--- src/source/qspi_pkg.sv ---
// Shared widths, flash opcodes, bring-up steps and request/beat/word structs
// for the quad-SPI XIP read subsystem

package qspi_pkg;

    localparam int addr_w         = 24;
    localparam int burst_len      = 4;   // Bytes per word fetch
    localparam int dummy_clks     = 4;   // High-Z clocks before read data
    localparam int addr_mode_clks = (addr_w + 8) / 4;  // Address and mode byte on four lines
    localparam int cs_cool_cycles = 8;   // Two sclk periods of cs high

    localparam logic [7:0] cmd_wake      = 8'hAB;
    localparam logic [7:0] cmd_wren      = 8'h06;
    localparam logic [7:0] cmd_wrsr      = 8'h01;
    localparam logic [7:0] cmd_wrdi      = 8'h04;
    localparam logic [7:0] cmd_quad_read = 8'hEB;
    localparam logic [7:0] xip_mode_byte = 8'h20;   // Keeps the chip in continuous read
    localparam logic [15:0] wrsr_status  = 16'h0002; // Status 1 clear, QE set in status 2

    typedef struct packed {
        logic [addr_w-1:0] addr;
        logic [2:0]        len;
    } rd_req_t;

    typedef struct packed {
        logic [7:0] data;
        logic       last;
    } rd_beat_t;

    typedef struct packed {
        logic [addr_w-1:0] addr;
    } word_req_t;

    typedef struct packed {
        logic [31:0] data;
    } word_rsp_t;

    typedef enum logic [2:0] {
        step_wake, step_wren, step_wrsr, step_wrdi, step_xip, step_done
    } setup_step_t;

endpackage

--- src/source/word_fetch_port.sv ---
// Word fetch front end: one word request becomes a four-byte flash burst,
// returned bytes are assembled little-endian
`timescale 1ns/1ns

module word_fetch_port
    import qspi_pkg::*;
(
    input  logic      capture_clk,
    input  logic      rst,
    input  logic      setup_done,
    input  word_req_t word_req,
    input  logic      word_req_valid,
    output logic      word_req_ready,
    output word_rsp_t word_rsp,
    output logic      word_rsp_valid,
    output rd_req_t   rd_req,
    output logic      rd_req_valid,
    input  logic      rd_req_ready,
    input  rd_beat_t  rd_beat,
    input  logic      rd_beat_valid
);

    logic              busy;
    logic [addr_w-1:0] addr_r;

    assign word_req_ready = setup_done && !busy;
    assign rd_req.addr    = addr_r;
    assign rd_req.len     = 3'(burst_len);

    always_ff @(posedge capture_clk) begin
        if (rst) begin
            busy           <= 1'b0;
            rd_req_valid   <= 1'b0;
            word_rsp_valid <= 1'b0;
        end else begin
            word_rsp_valid <= 1'b0;
            if (word_req_valid && word_req_ready) begin
                busy         <= 1'b1;
                rd_req_valid <= 1'b1;
                addr_r       <= word_req.addr;
            end else if (rd_req_valid && rd_req_ready) begin
                rd_req_valid <= 1'b0;    // Burst granted, wait for bytes
            end
            if (rd_beat_valid) begin
                // Bytes enter at the top, the first one ends in bits 7:0
                word_rsp.data <= {rd_beat.data, word_rsp.data[31:8]};
                if (rd_beat.last) begin
                    busy           <= 1'b0;
                    word_rsp_valid <= 1'b1;
                end
            end
        end
    end

endmodule

--- config.mk ---
export PLATFORM = sky130hd
export DESIGN_NAME = word_fetch_port
export DESIGN_NICKNAME = d
export VERILOG_FILES = /design/src/source/qspi_pkg.sv /design/src/source/word_fetch_port.sv
export SDC_FILE = /design/constraint.sdc
export NUM_CORES = 1
export LEC_CHECK = 0
export ABC_CLOCK_PERIOD_IN_PS = 3600
export BUFFER_PORTS_ARGS = -buffer_cell sky130_fd_sc_hd__buf_2
export CORE_MARGIN = 2
export CORE_UTILIZATION = 43
export CTS_CLUSTER_SIZE = 8
export DETAILED_ROUTE_END_ITERATION = 10
export PLACE_DENSITY = 0.81
export SLEW_MARGIN = 0
export SYNTH_ARGS = -nofsm -noshare
export SYNTH_HDL_FRONTEND = slang
export SYNTH_SLANG_ARGS = --single-unit
--- constraint.sdc ---
create_clock -name capture_clk -period 3.6 [get_ports capture_clk]
set_input_delay 1.08 -clock capture_clk [delete_from_list [all_inputs] [get_ports capture_clk]]
set_output_delay 1.08 -clock capture_clk [all_outputs]
set_load 0.01 [all_outputs]
==> flow_results.org <==
** STA
- Setup violations remaining at the end of the flow were counted as 0.
- Total Neg Setup Slack :: 0 ns
- Number of pins with negative max-slew slack in the final report :: 0
- Final critical path time including I/O delays and setup :: between 2 and 3 ns
- Worst max-slew margin expressed relative to the limit :: 41.6%
- For the final database, setup skew stands at 0.00824 ns.
- Setup repair after global routing left no endpoint under its margin.
- Dividing the final minimum period by the clock period gives slightly above 70%.
- Based on the critical path, the design can be clocked at up to just under 0.4 GHz.
- Worst Max-Slew Pin Slew :: 0.874 ns
- Across all hold checks on the routed design, the worst slack comes to 0.439 ns.
- The count of endpoints failing hold in the final timing report was 0.

** Clock tree
- After clock tree synthesis, the clock-pin slew on the worst setup and hold paths is approximately 0.06 ns.
- Number of buffers on the longest clock path :: 2
- Cts hold-fix bufs :: 0
- Post_cts resized :: 0
- CTS built an H-tree with a depth of 3.
- Skew-Pair Late Insertion Delay :: 0.31 ns
- Cts bufs inserted :: 9
- Clock tree synthesis found a total of between 50 and 60 sinks.
- The root buffer cell chosen for the clock tree is sky130_fd_sc_hd__clkbuf_8.
- CTS tree :: done
- Number of buffers added for setup after CTS :: 0

** Power
- Net load switching power :: 0.269 mW
- Cell internal power was estimated by the tool at roughly 1.1 mW.
- For this design the ratio of total power to cell area is approximately 530 mW/mm².
- The clock network burns 36.1% of the power.
- The worst-case IR drop observed on VDD is ~0.31 mV.
- Sw frac :: between 10% and 20%
- The share of total power dissipated in sequential elements is between 50% and 60%.
- Combinational cell fraction of total power :: under 10%
- For this design the static power due to leakage is 1.06 nW.

** Critical path
- Crit path from :: setup_done
- Element type at the critical path start :: input pin
- Data arrival, critical path :: 1.50 ns
- Maximum fanout encountered on the critical timing path :: 3
- Reg2reg path depth :: 2
- Worst reg2reg startpoint :: busy
- STA classifies the critical path endpoint as a primary output.
- For the worst setup path, the data required time is around 2.5 ns.
- FF-to-FF End :: addr_r[12]
- In this run the worst setup path terminates at word_req_ready.
- For flop-to-flop paths, the worst setup slack is about 2.5 ns.
- The setup path with the least slack is of type in -> out.

** Detailed routing
- In this run, the number of DRC markers left after iteration 0 of detailed routing was 61.
- Via count :: 1043
- After detailed routing, the number of remaining DRC violations is 0.
- The first detailed-routing pass ran for 5 iterations.
- Summed over all layers, the routed wires come to 3.33 mm.
- In the final routed layout, each cell accounts on average for 14.2 µm.
- The detail route stage leaves a number of antenna-violating nets equal to 0.
- Vias/cell :: about 4.4

** Cells and area
- The finished cells cover 0.00254 mm².
- Leaving out fill and tap cells, the most frequent cells in the layout are 97 x sky130_fd_sc_hd__buf_2, 56 x sky130_fd_sc_hd__edfxtp_1, 10 x sky130_fd_sc_hd__clkbuf_8.
- Leaving out fill and tap cells, the most frequent cell in the layout is sky130_fd_sc_hd__buf_2.
- The area growth from synthesis to layout is 38.8%.
- The layout has ~320 filler cells.
- Ratio of cells with drive above 1 in the final layout :: around three fifths
- For this run, the post-layout net count is around 220.
- Fin util :: 62.7%
- Diode insertion count for antenna repair :: 0

** Floorplan
- In this run the count of I/O pins placed on the die edge is just over 100.
- Initial core utilization :: 45.1%
- Vert. Die Dim :: just under 70 µm
- Total die area :: 0.00480 mm²
- In this run the horizontal extent of the chip is about 70 µm.
- After floorplanning, the core was sized to cover roughly 0.0041 mm².
- Num rows :: 23

** GRT
- Vias in the first global route :: 1066
- Global routing finished with a remaining overflow of 0.
- The initial antenna violation count is 0.
- Entering global routing, the biggest net connects 34 pins.
- Global routing consumed, over all layers together, 14.4% of the routing resources.
- The first global-routing pass estimated between 5 and 6 mm of wire.

** Place
- The congestion estimate from routability-driven global placement came to approximately 0.7.
- Summing all placed instances gives a cell area of between 0.002 and 0.0025 mm².
- Detailed placement ended at an HPWL of between 2 and 2.5 mm.
- Port buffering added a little under 100 buffers.

** Logic synthesis
- Number of warnings reported in the yosys synthesis log :: 0
- A synthesized cell averages between 20 and 30 µm².
- By area the synthesized netlist is led by sky130_fd_sc_hd__edfxtp_1 92%, sky130_fd_sc_hd__dfxtp_1 3.3%, sky130_fd_sc_hd__buf_4 1.2%.
- Share of the yosys chip area belonging to registers :: between 90% and 100%
- Yosys cell types :: 13
- The biggest area contributor in the post-synthesis netlist is sky130_fd_sc_hd__edfxtp_1.
- The synthesized design contains a little under 60 register bits.
- Gate count after technology mapping :: 73
- The top cell type by area accounts for a little over 90% of the synthesized area.
- Summed instance area of the synthesized netlist :: 0.00183 mm²

** Flow run
- Across the run, the number of max-cap violations was 0.

** Hold path
- Worst hold-check path type :: reg -> reg

** Outcome
- The flow ran to the end, and the final reports show no timing, DRC or antenna violations.
[worst min-delay path by stage]
stage | startpoint | endpoint | slack, ns | cells past startpoint
2_1_floorplan | busy | rd_req_valid | 0.47 | 1
3_3_place_gp | word_rsp[29] | word_rsp[21] | 0.43 | 0
3_5_place_dp | word_rsp[16] | word_rsp[8] | 0.43 | 0
4_1_cts | word_rsp[16] | word_rsp[8] | 0.44 | 0
6_report | word_rsp[16] | word_rsp[8] | 0.44 | 0
5_1_grt | word_rsp[24] | word_rsp[16] | 0.46 | 0
[registers in the layout, indices dropped and copies added, names as in the netlist]
name	flops
addr_r	24
word_rsp	32
busy	1
word_rsp_valid	1
rd_req_valid	1
[per-stage QoR]
stage,worst slack [ns],cells,power [mW]
floorplan,0.351,74,0.830
global placement,1.03,219,0.873
detailed placement,1.02,219,0.876
CTS,1.02,235,1.37
global route,0.988,235,1.41
finish,1.02,235,1.35
[worst max-delay path, stage by stage]
cell	delay, ns
sky130_fd_sc_hd__buf_2	0.11
sky130_fd_sc_hd__and2b_2	0.18
sky130_fd_sc_hd__buf_2	0.13
[power by group through the flow]
stage | registers, mW | clock network (mW) | logic, mW
4_1_cts | 0.789 | 0.503 | 0.0733
3_5_place_dp | 0.803 | 0 | 0.0732
5_1_grt | 0.791 | 0.541 | 0.0788
3_3_place_gp | 0.802 | 0 | 0.0710
6_report | 0.789 | 0.485 | 0.0722
2_1_floorplan | 0.815 | 0 | 0.0158
[synth_stat cells, drive strengths merged]
cell type and number:
nor2b 1, dfxtp 3, o32ai 1, nor3 1, buf 3, and2b 1, edfxtp 56, and2 1
a211oi 1, nand2 1, a21oi 1, conb 2, nand2b 1
[kinds of logic after synthesis]
logic type             share of synthesized area (%)
buffers and inverters                           1.23
other                                          0.410
AND/OR/NAND/NOR                                 2.12
flip-flops                                      95.1
AO/OA/AOI/OAI                                   1.16
[routing by layer]
metal	vias up	share of wire, %	track usage [%]
li1	494	-	-
met1	489	35	15.5
met2	56	56	24.6
met3	4	7.4	5.23
met4	0	1.4	7.84
met5	-	0	0
[final cells by class]
type / count / area [µm²] / area share, %
clock buffer: 13 / 149 / 5.86
clock inverter: 3 / 15.0 / 0.591
multi-input combinational: 12 / 81.3 / 3.20
sequential: 59 / 1740 / 68.5
tap: 50 / 62.6 / 2.46
timing repair buffer: 98 / 493 / 19.4
Power figures use the tool's default switching activity.
