===== src/source/qspi_pkg.sv =====
// Shared widths, flash opcodes, bring-up steps and request/beat/word structs
// for the quad-SPI XIP read subsystem

package qspi_pkg;

    localparam int addr_w         = 24;
    localparam int burst_len      = 4;   // Bytes per word fetch
    localparam int dummy_clks     = 4;   // High-Z clocks before read data
    localparam int addr_mode_clks = (addr_w + 8) / 4;  // Address and mode byte on four lines
    localparam int cs_cool_cycles = 8;   // Two sclk periods of cs high

    localparam logic [7:0] cmd_wake      = 8'hAB;
    localparam logic [7:0] cmd_wren      = 8'h06;
    localparam logic [7:0] cmd_wrsr      = 8'h01;
    localparam logic [7:0] cmd_wrdi      = 8'h04;
    localparam logic [7:0] cmd_quad_read = 8'hEB;
    localparam logic [7:0] xip_mode_byte = 8'h20;   // Keeps the chip in continuous read
    localparam logic [15:0] wrsr_status  = 16'h0002; // Status 1 clear, QE set in status 2

    typedef struct packed {
        logic [addr_w-1:0] addr;
        logic [2:0]        len;
    } rd_req_t;

    typedef struct packed {
        logic [7:0] data;
        logic       last;
    } rd_beat_t;

    typedef struct packed {
        logic [addr_w-1:0] addr;
    } word_req_t;

    typedef struct packed {
        logic [31:0] data;
    } word_rsp_t;

    typedef enum logic [2:0] {
        step_wake, step_wren, step_wrsr, step_wrdi, step_xip, step_done
    } setup_step_t;

endpackage


===== src/source/flash_read_arbiter.sv =====
// Round-robin arbiter for two burst requesters sharing one flash controller
`timescale 1ns/1ns

module flash_read_arbiter
    import qspi_pkg::*;
(
    input  logic     capture_clk,
    input  logic     rst,
    input  rd_req_t  req0,
    input  logic     req0_valid,
    output logic     req0_ready,
    input  rd_req_t  req1,
    input  logic     req1_valid,
    output logic     req1_ready,
    output rd_req_t  req,
    output logic     req_valid,
    input  logic     req_ready,
    input  rd_beat_t beat,
    input  logic     beat_valid,
    output rd_beat_t beat0,
    output logic     beat0_valid,
    output rd_beat_t beat1,
    output logic     beat1_valid
);

    logic busy;         // A burst is in flight
    logic owner;        // Port that owns the burst
    logic last_served;
    logic pick;

    // With both requesting, the port not served last wins
    always_comb begin
        if (req0_valid && req1_valid) begin
            pick = !last_served;
        end else begin
            pick = req1_valid;
        end
    end

    assign req        = pick ? req1 : req0;
    assign req_valid  = !busy && (req0_valid || req1_valid);
    assign req0_ready = !busy && !pick && req_ready;
    assign req1_ready = !busy && pick && req_ready;

    assign beat0       = beat;
    assign beat1       = beat;
    assign beat0_valid = beat_valid && busy && !owner;
    assign beat1_valid = beat_valid && busy && owner;

    always_ff @(posedge capture_clk) begin
        if (rst) begin
            busy        <= 1'b0;
            owner       <= 1'b0;
            last_served <= 1'b1;
        end else if (req_valid && req_ready) begin
            busy        <= 1'b1;
            owner       <= pick;
            last_served <= pick;
        end else if (beat_valid && beat.last) begin
            busy <= 1'b0;    // Grant released after the last byte
        end
    end

endmodule


===== config.mk =====
export PLATFORM = sky130hd
export DESIGN_NAME = flash_read_arbiter
export DESIGN_NICKNAME = d
export VERILOG_FILES = /design/src/source/qspi_pkg.sv /design/src/source/flash_read_arbiter.sv
export SDC_FILE = /design/constraint.sdc
export NUM_CORES = 1
export LEC_CHECK = 0
export BUFFER_PORTS_ARGS = -buffer_cell sky130_fd_sc_hd__buf_4
export CAP_MARGIN = 20
export CORE_ASPECT_RATIO = 1.1
export CORE_MARGIN = 2
export CORE_UTILIZATION = 27
export CTS_CLUSTER_DIAMETER = 50
export CTS_CLUSTER_SIZE = 16
export DETAILED_ROUTE_END_ITERATION = 8
export PLACE_DENSITY_LB_ADDON = 0.1
export SLEW_MARGIN = 30
export SYNTH_ARGS = -nofsm -noshare
export SYNTH_HDL_FRONTEND = slang
export SYNTH_SLANG_ARGS = --single-unit

===== constraint.sdc =====
create_clock -name capture_clk -period 1.4 [get_ports capture_clk]
set_input_delay 0.14 -clock capture_clk [delete_from_list [all_inputs] [get_ports capture_clk]]
set_output_delay 0.14 -clock capture_clk [all_outputs]
set_load 0.05 [all_outputs]

==> impl_metrics.tcl, run 1 <==
set metrics [dict create \
    critical_path.max_stage_delay_ns 0.33 \
    crit_required_ns 1.26 \
    whs_ns 0.07923 \
    cp-start-kind "register" \
    period_needed_ns 1.597 \
    die_y_um 56.27 \
    syn_area_per_cell_um2 9.581 \
    die_area_um2 2899 \
    via_per_inst 4.514 \
    criticalPathCategory "reg2out" \
    finClkSkew_ns 0.003787 \
    clkTransAtPathRegs_ns 0.04 \
    rsz0062_at_grt "yes" \
    place_area_um2 1277 \
    layout-drive-gt1-share_pct 88.39 \
    grt_overflow 0 \
    final_hold_viol_count 0 \
    grt_max_degree 20 \
    cellPowerDensity_nw_per_um2 698.4 \
    cts_hold_buf 0 \
    yosysSeqAreaShare_pct 8.955 \
    violations "setup timing" \
    grt_pass1_wl_um 3387 \
    gp_congestion 0.6295 \
    ioPinCount 119 \
    cts_max_path_buffers 2 \
    ys_top_cells_by_area "mux2_2, buf_4, mux2_4" \
    area_growth_pct 126.9 \
    cts_made_buffers 3 \
    total_leakage_power_nw 0.7883 \
    h-tree-depth 1 \
    rows 18 \
    final_nets 225 \
    core_area_um2 2297 \
    synth_top_area_share_pct 31.90 \
    seqCellArea_um2 61.31 \
    dr.first_iter.drc_count 7 \
    cp_common_cell "buf_8" \
    multi_input_area_um2 466.7 \
    setup_ws_ns -0.1975 \
    routed_wl_um 2387 \
    dp_hpwl_um 1866 \
    antenna_found_initial 0 \
    cp_slowest_cell "dfxtp_2" \
    yosysTopAreaCell "mux2_2" \
    end_kind "output pin" \
    drv_slew 0 \
    start_util_pct 29.19 \
    post-route-util_pct 66.23 \
    clock-sinks 3 \
    grt_pass1_vias 833 \
    clock_latency_ns 0.23 \
    vias 835 \
    yosys_warnings 0 \
    max_cap_violations 0 \
    synthDistinctLibCells 17 \
    wl_per_cell_um 12.90 \
    drc_errors 0 \
    root_buffer "clkbuf_4" \
    antenna_cells 0 \
    status "finished, violations left" \
    relSlewSlack_pct 75.96 \
    postRouteAntennaNets 0 \
    hold_path_class "in2reg" \
    fillers 193 \
    cp_max_fo 5 \
    worstPathArrival_ns 1.46 \
    drtPass1Iterations 4 \
    cts_tree "done" \
    fin_crit_sh_pct 114.1 \
    io_buffers 94 \
    grtUsageTotal_pct 14.75 \
    crit_chain "a21boi_4, buf_8, buf_6, mux2_4, buf_8" \
    ys_seq_elements 3 \
    synth_area_um2 670.6 \
    syn-num-nets 139 \
    ir_worst_vdd_mv 0.4614 \
    tightest_slew_ns 0.3598 \
    max_freq_ghz 0.6260 \
    setup_viol 29 \
    die_x_um 51.52 \
    fin_area_um2 1521 \
    synth_cells 70 \
]
layout make-up:
class | instances | share of cell area [%]
multi-input cells | 45 | 30.67
repair buffers | 102 | 60.86
flip-flops and latches | 3 | 4.030
inverters | 1 | 0.2467
well taps | 30 | 2.467
clock buffers | 4 | 1.727
power by group:
part           switching [mW]  leakage [nW]  internal, mW  total, mW
registers             0.00625        0.0244        0.0927     0.0989
clock network          0.0470        0.0150         0.107      0.154
logic                   0.424         0.749         0.386      0.810
total                   0.477         0.788         0.586       1.06
cell families (layout without fill, tap and decap cells):
kind of cell	count (synthesis)	count (layout)	share of synthesized area, %
compound gates	5	5	5.969
buf+inv	22	107	26.49
flops	3	3	8.956
mux	27	27	49.81
simple gates	13	13	8.769
registers in the layout (all words and copies together), names as in the netlist:
signal and count:
busy 1, last_served 1, owner 1
worst paths after layout:
check / start / slack [ns] / depth (start not counted) / endpoint
max: last_served$_SDFFE_PP1P_ / -0.20 / 5 / req[24]
max reg2reg: last_served$_SDFFE_PP1P_ / 0.18 / 7 / owner$_SDFFE_PP0P_
min: rst / 0.08 / 2 / owner$_SDFFE_PP0P_
min reg2reg: owner$_SDFFE_PP0P_ / 0.48 / 2 / owner$_SDFFE_PP0P_
cell usage after synthesis:
master,instances
a21boi_2,1
nor2b_1,2
inv_1,1
buf_4,19
and3_1,1
nor2_1,5
a21oi_1,1
buf_12,1
mux2_2,19
nand2_1,4
mux2_4,8
o21ai_0,1
a2bb2oi_1,1
buf_6,1
a221o_1,1
nand2b_1,1
dfxtp_1,3
metal layers:
layer  vias up  routed length (um)  track usage, %
met2        67                1346           28.75
li1        397                   -               -
met4         0                  44           7.143
met1       360                 719           13.04
met5         -                   0               0
met3        11                 277           4.521
per-stage QoR:
step / setup slack (ns) / total power, mW / TNS [ns] / instances
after floorplan: 0.1303 / 0.6721 / 0 / 70
after global placement: 0.04083 / 0.7970 / 0 / 175
after detailed placement: 0.02242 / 0.8027 / 0 / 175
after CTS: -0.2088 / 1.057 / -5.346 / 183
after global routing: -0.2588 / 1.115 / -6.795 / 185
final: -0.1975 / 1.063 / -5.009 / 185
critical path: cells and delay by family, from the launching register on:
kind / cells / cell delay, ns
multiplexers: 1 / 0.31
buffers and inverters: 3 / 0.40
flip-flops: 1 / 0.33
AO/OA/AOI/OAI: 1 / 0.19
repair_timing:
action                     in CTS  in global routing
setup endpoints to repair      28                 29
gates resized for setup        39                  6
setup buffers                   4                  2
pin swaps                       0                  1
cell usage in the layout (no fill, tap or decap), drive strengths merged:
master / synthesis / layout
a21boi: 1 / 1
a21oi: 1 / 1
a221o: 1 / 1
a2bb2oi: 1 / 1
and3: 1 / 1
buf: 21 / 102
clkbuf: 0 / 4
dfxtp: 3 / 3
inv: 1 / 1
mux2: 27 / 27
nand2: 4 / 4
nand2b: 1 / 1
nor2: 5 / 5
nor2b: 2 / 2
o21ai: 1 / 1
Note: power is estimated with default switching activity, not from simulation.
==> run 2, diff against run 1 <==
CTS_BUF_LIST = sky130_fd_sc_hd__clkbuf_4   (was default)
==> run 2 against run 1 <==
  * The run still ends with setup timing left
  * Final cell count unchanged
  * Critical path depth did not move
  * Largest cell class unchanged
  * Worst setup slack worse by 0.0049 ns
  * Die area unchanged
  * Highest routed layer unchanged
  * Critical endpoint unchanged
  * Combinational power is essentially flat
  * Largest power group unchanged
  * Non-clock buffer count stayed put
  * Register-to-register slack about the same
==> impl_metrics.tcl, run 2 (synthesized netlist as in run 1, its figures left out) <==
set metrics [dict create \
    layout_commonest_cell "buf_4" \
    via_per_inst 4.514 \
    die_area_um2 2899 \
    h-tree-depth 1 \
    cts_tree "done" \
    area_growth_pct 127.4 \
    final_hold_viol_count 0 \
    cp_max_fo 5 \
    multi_input_area_um2 466.7 \
    io_buffers 94 \
    postRouteAntennaNets 0 \
    cp-start-kind "register" \
    layout-drive-gt1-share_pct 89.03 \
    clock-sinks 3 \
    ir_worst_vdd_mv 0.4490 \
    top_regs "busy: 1 flops, last_served: 1 flops, owner: 1 flops" \
    end_kind "output pin" \
    finClkSkew_ns 0.003125 \
    dr.first_iter.drc_count 6 \
    ioPinCount 119 \
    power.total_mw 1.089 \
    die_y_um 56.27 \
    cellPowerDensity_nw_per_um2 714.2 \
    start_util_pct 29.19 \
    tightest_slew_ns 0.3387 \
    cts_max_path_buffers 2 \
    p_clk_share_pct 16.5 \
    crit_required_ns 1.26 \
    worstPathArrival_ns 1.46 \
    cts_made_buffers 3 \
    relSlewSlack_pct 77.37 \
    p_seq_share_pct 9.1 \
    combPwrFrac_pct 74.4 \
    clock_latency_ns 0.24 \
    fillers 195 \
    setup_viol 29 \
    grt_overflow 0 \
    core_area_um2 2297 \
    layout_common_cells "buf_4, buf_6, mux2_2" \
    final_nets 225 \
    clkTransAtPathRegs_ns 0.04 \
    criticalPathCategory "reg2out" \
    hold_path_class "in2reg" \
    dp_hpwl_um 1866 \
    grt_pass1_vias 847 \
    violations "setup timing" \
    die_x_um 51.52 \
    setup_ws_ns -0.2024 \
    grt_pass1_wl_um 3470 \
    period_needed_ns 1.602 \
    rsz0062_at_grt "yes" \
    total_leakage_power_nw 0.7918 \
    root_buffer "clkbuf_4" \
    cts_hold_buf 0 \
    drv_slew 0 \
    rows 18 \
    fin_crit_sh_pct 114.5 \
    status "finished, violations left" \
    grt_max_degree 20 \
    power_switching_mw 0.4841 \
    gp_congestion 0.6295 \
    max_freq_ghz 0.6241 \
    wl_per_cell_um 13.15 \
    antenna_found_initial 0 \
    tns_ns -5.117 \
    max_cap_violations 0 \
    drtPass1Iterations 3 \
    vias 835 \
    routed_wl_um 2433 \
    seqCellArea_um2 61.31 \
    swShare_pct 44.44 \
    grtUsageTotal_pct 15.24 \
    antenna_cells 0 \
    power.internal_mw 0.6052 \
    drc_errors 0 \
]
==> run 2: timing repair <==
item                                    4_1_cts  5_1_grt
endpoints found under the setup margin       28       29
buffers inserted                              4        2
pin swaps                                     0        1
resized for setup                            39        6
==> run 2: final cells by class <==
type | count | area share (%)
Multi-Input combinational cell | 45 | 30.60
Clock buffer | 4 | 1.969
Sequential cell | 3 | 4.020
Inverter | 1 | 0.2461
Tap cell | 30 | 2.461
Timing Repair Buffer | 102 | 60.71
==> run 2: worst paths after layout <==
check / end / cells after the start / startpoint / slack (ns)
max: req[24] / 5 / last_served$_SDFFE_PP1P_ / -0.20
min: owner$_SDFFE_PP0P_ / 2 / rst / 0.08
max reg2reg: owner$_SDFFE_PP0P_ / 7 / last_served$_SDFFE_PP1P_ / 0.18
min reg2reg: owner$_SDFFE_PP0P_ / 2 / owner$_SDFFE_PP0P_ / 0.48
==> run 2: power by group through the flow <==
stage / logic [mW] / clock network (mW) / registers [mW]
after floorplan: 0.574 / 0 / 0.0980
after global placement: 0.697 / 0 / 0.0996
after detailed placement: 0.703 / 0 / 0.100
after CTS: 0.795 / 0.193 / 0.0988
after global routing: 0.843 / 0.195 / 0.0998
final: 0.810 / 0.180 / 0.0990
==> run 2: per-stage QoR <==
stage / worst slack (ns) / hold WS [ns] / std cells / util [%] / instance area (um2)
CTS: -0.2088 / 0.06718 / 183 / 64.71 / 1486
floorplan: 0.1303 / 0.2091 / 70 / - / 673.1
global route: -0.2588 / 0.07592 / 185 / 66.39 / 1525
finish: -0.2024 / 0.07936 / 185 / 66.39 / 1525
detailed placement: 0.02242 / 0.2805 / 175 / 55.61 / 1277
global placement: 0.04083 / 0.2805 / 175 / 55.61 / 1277
==> run 2: metal layers <==
| metal | up-vias | global-route usage (%) | part of all wire, % |
|---|---|---|---|
| met5 | - | 0 | 0 |
| met4 | 0 | 7.143 | 1.8 |
| met3 | 11 | 4.787 | 12 |
| met2 | 67 | 30.04 | 56 |
| met1 | 361 | 13.20 | 30 |
| li1 | 396 | - | - |
==> run 2: worst max-delay path: stages, from the launching register on <==
cell,delay [ns]
dfxtp_2,0.33
a21boi_4,0.19
buf_8,0.13
buf_6,0.12
mux2_4,0.31
buf_8,0.15
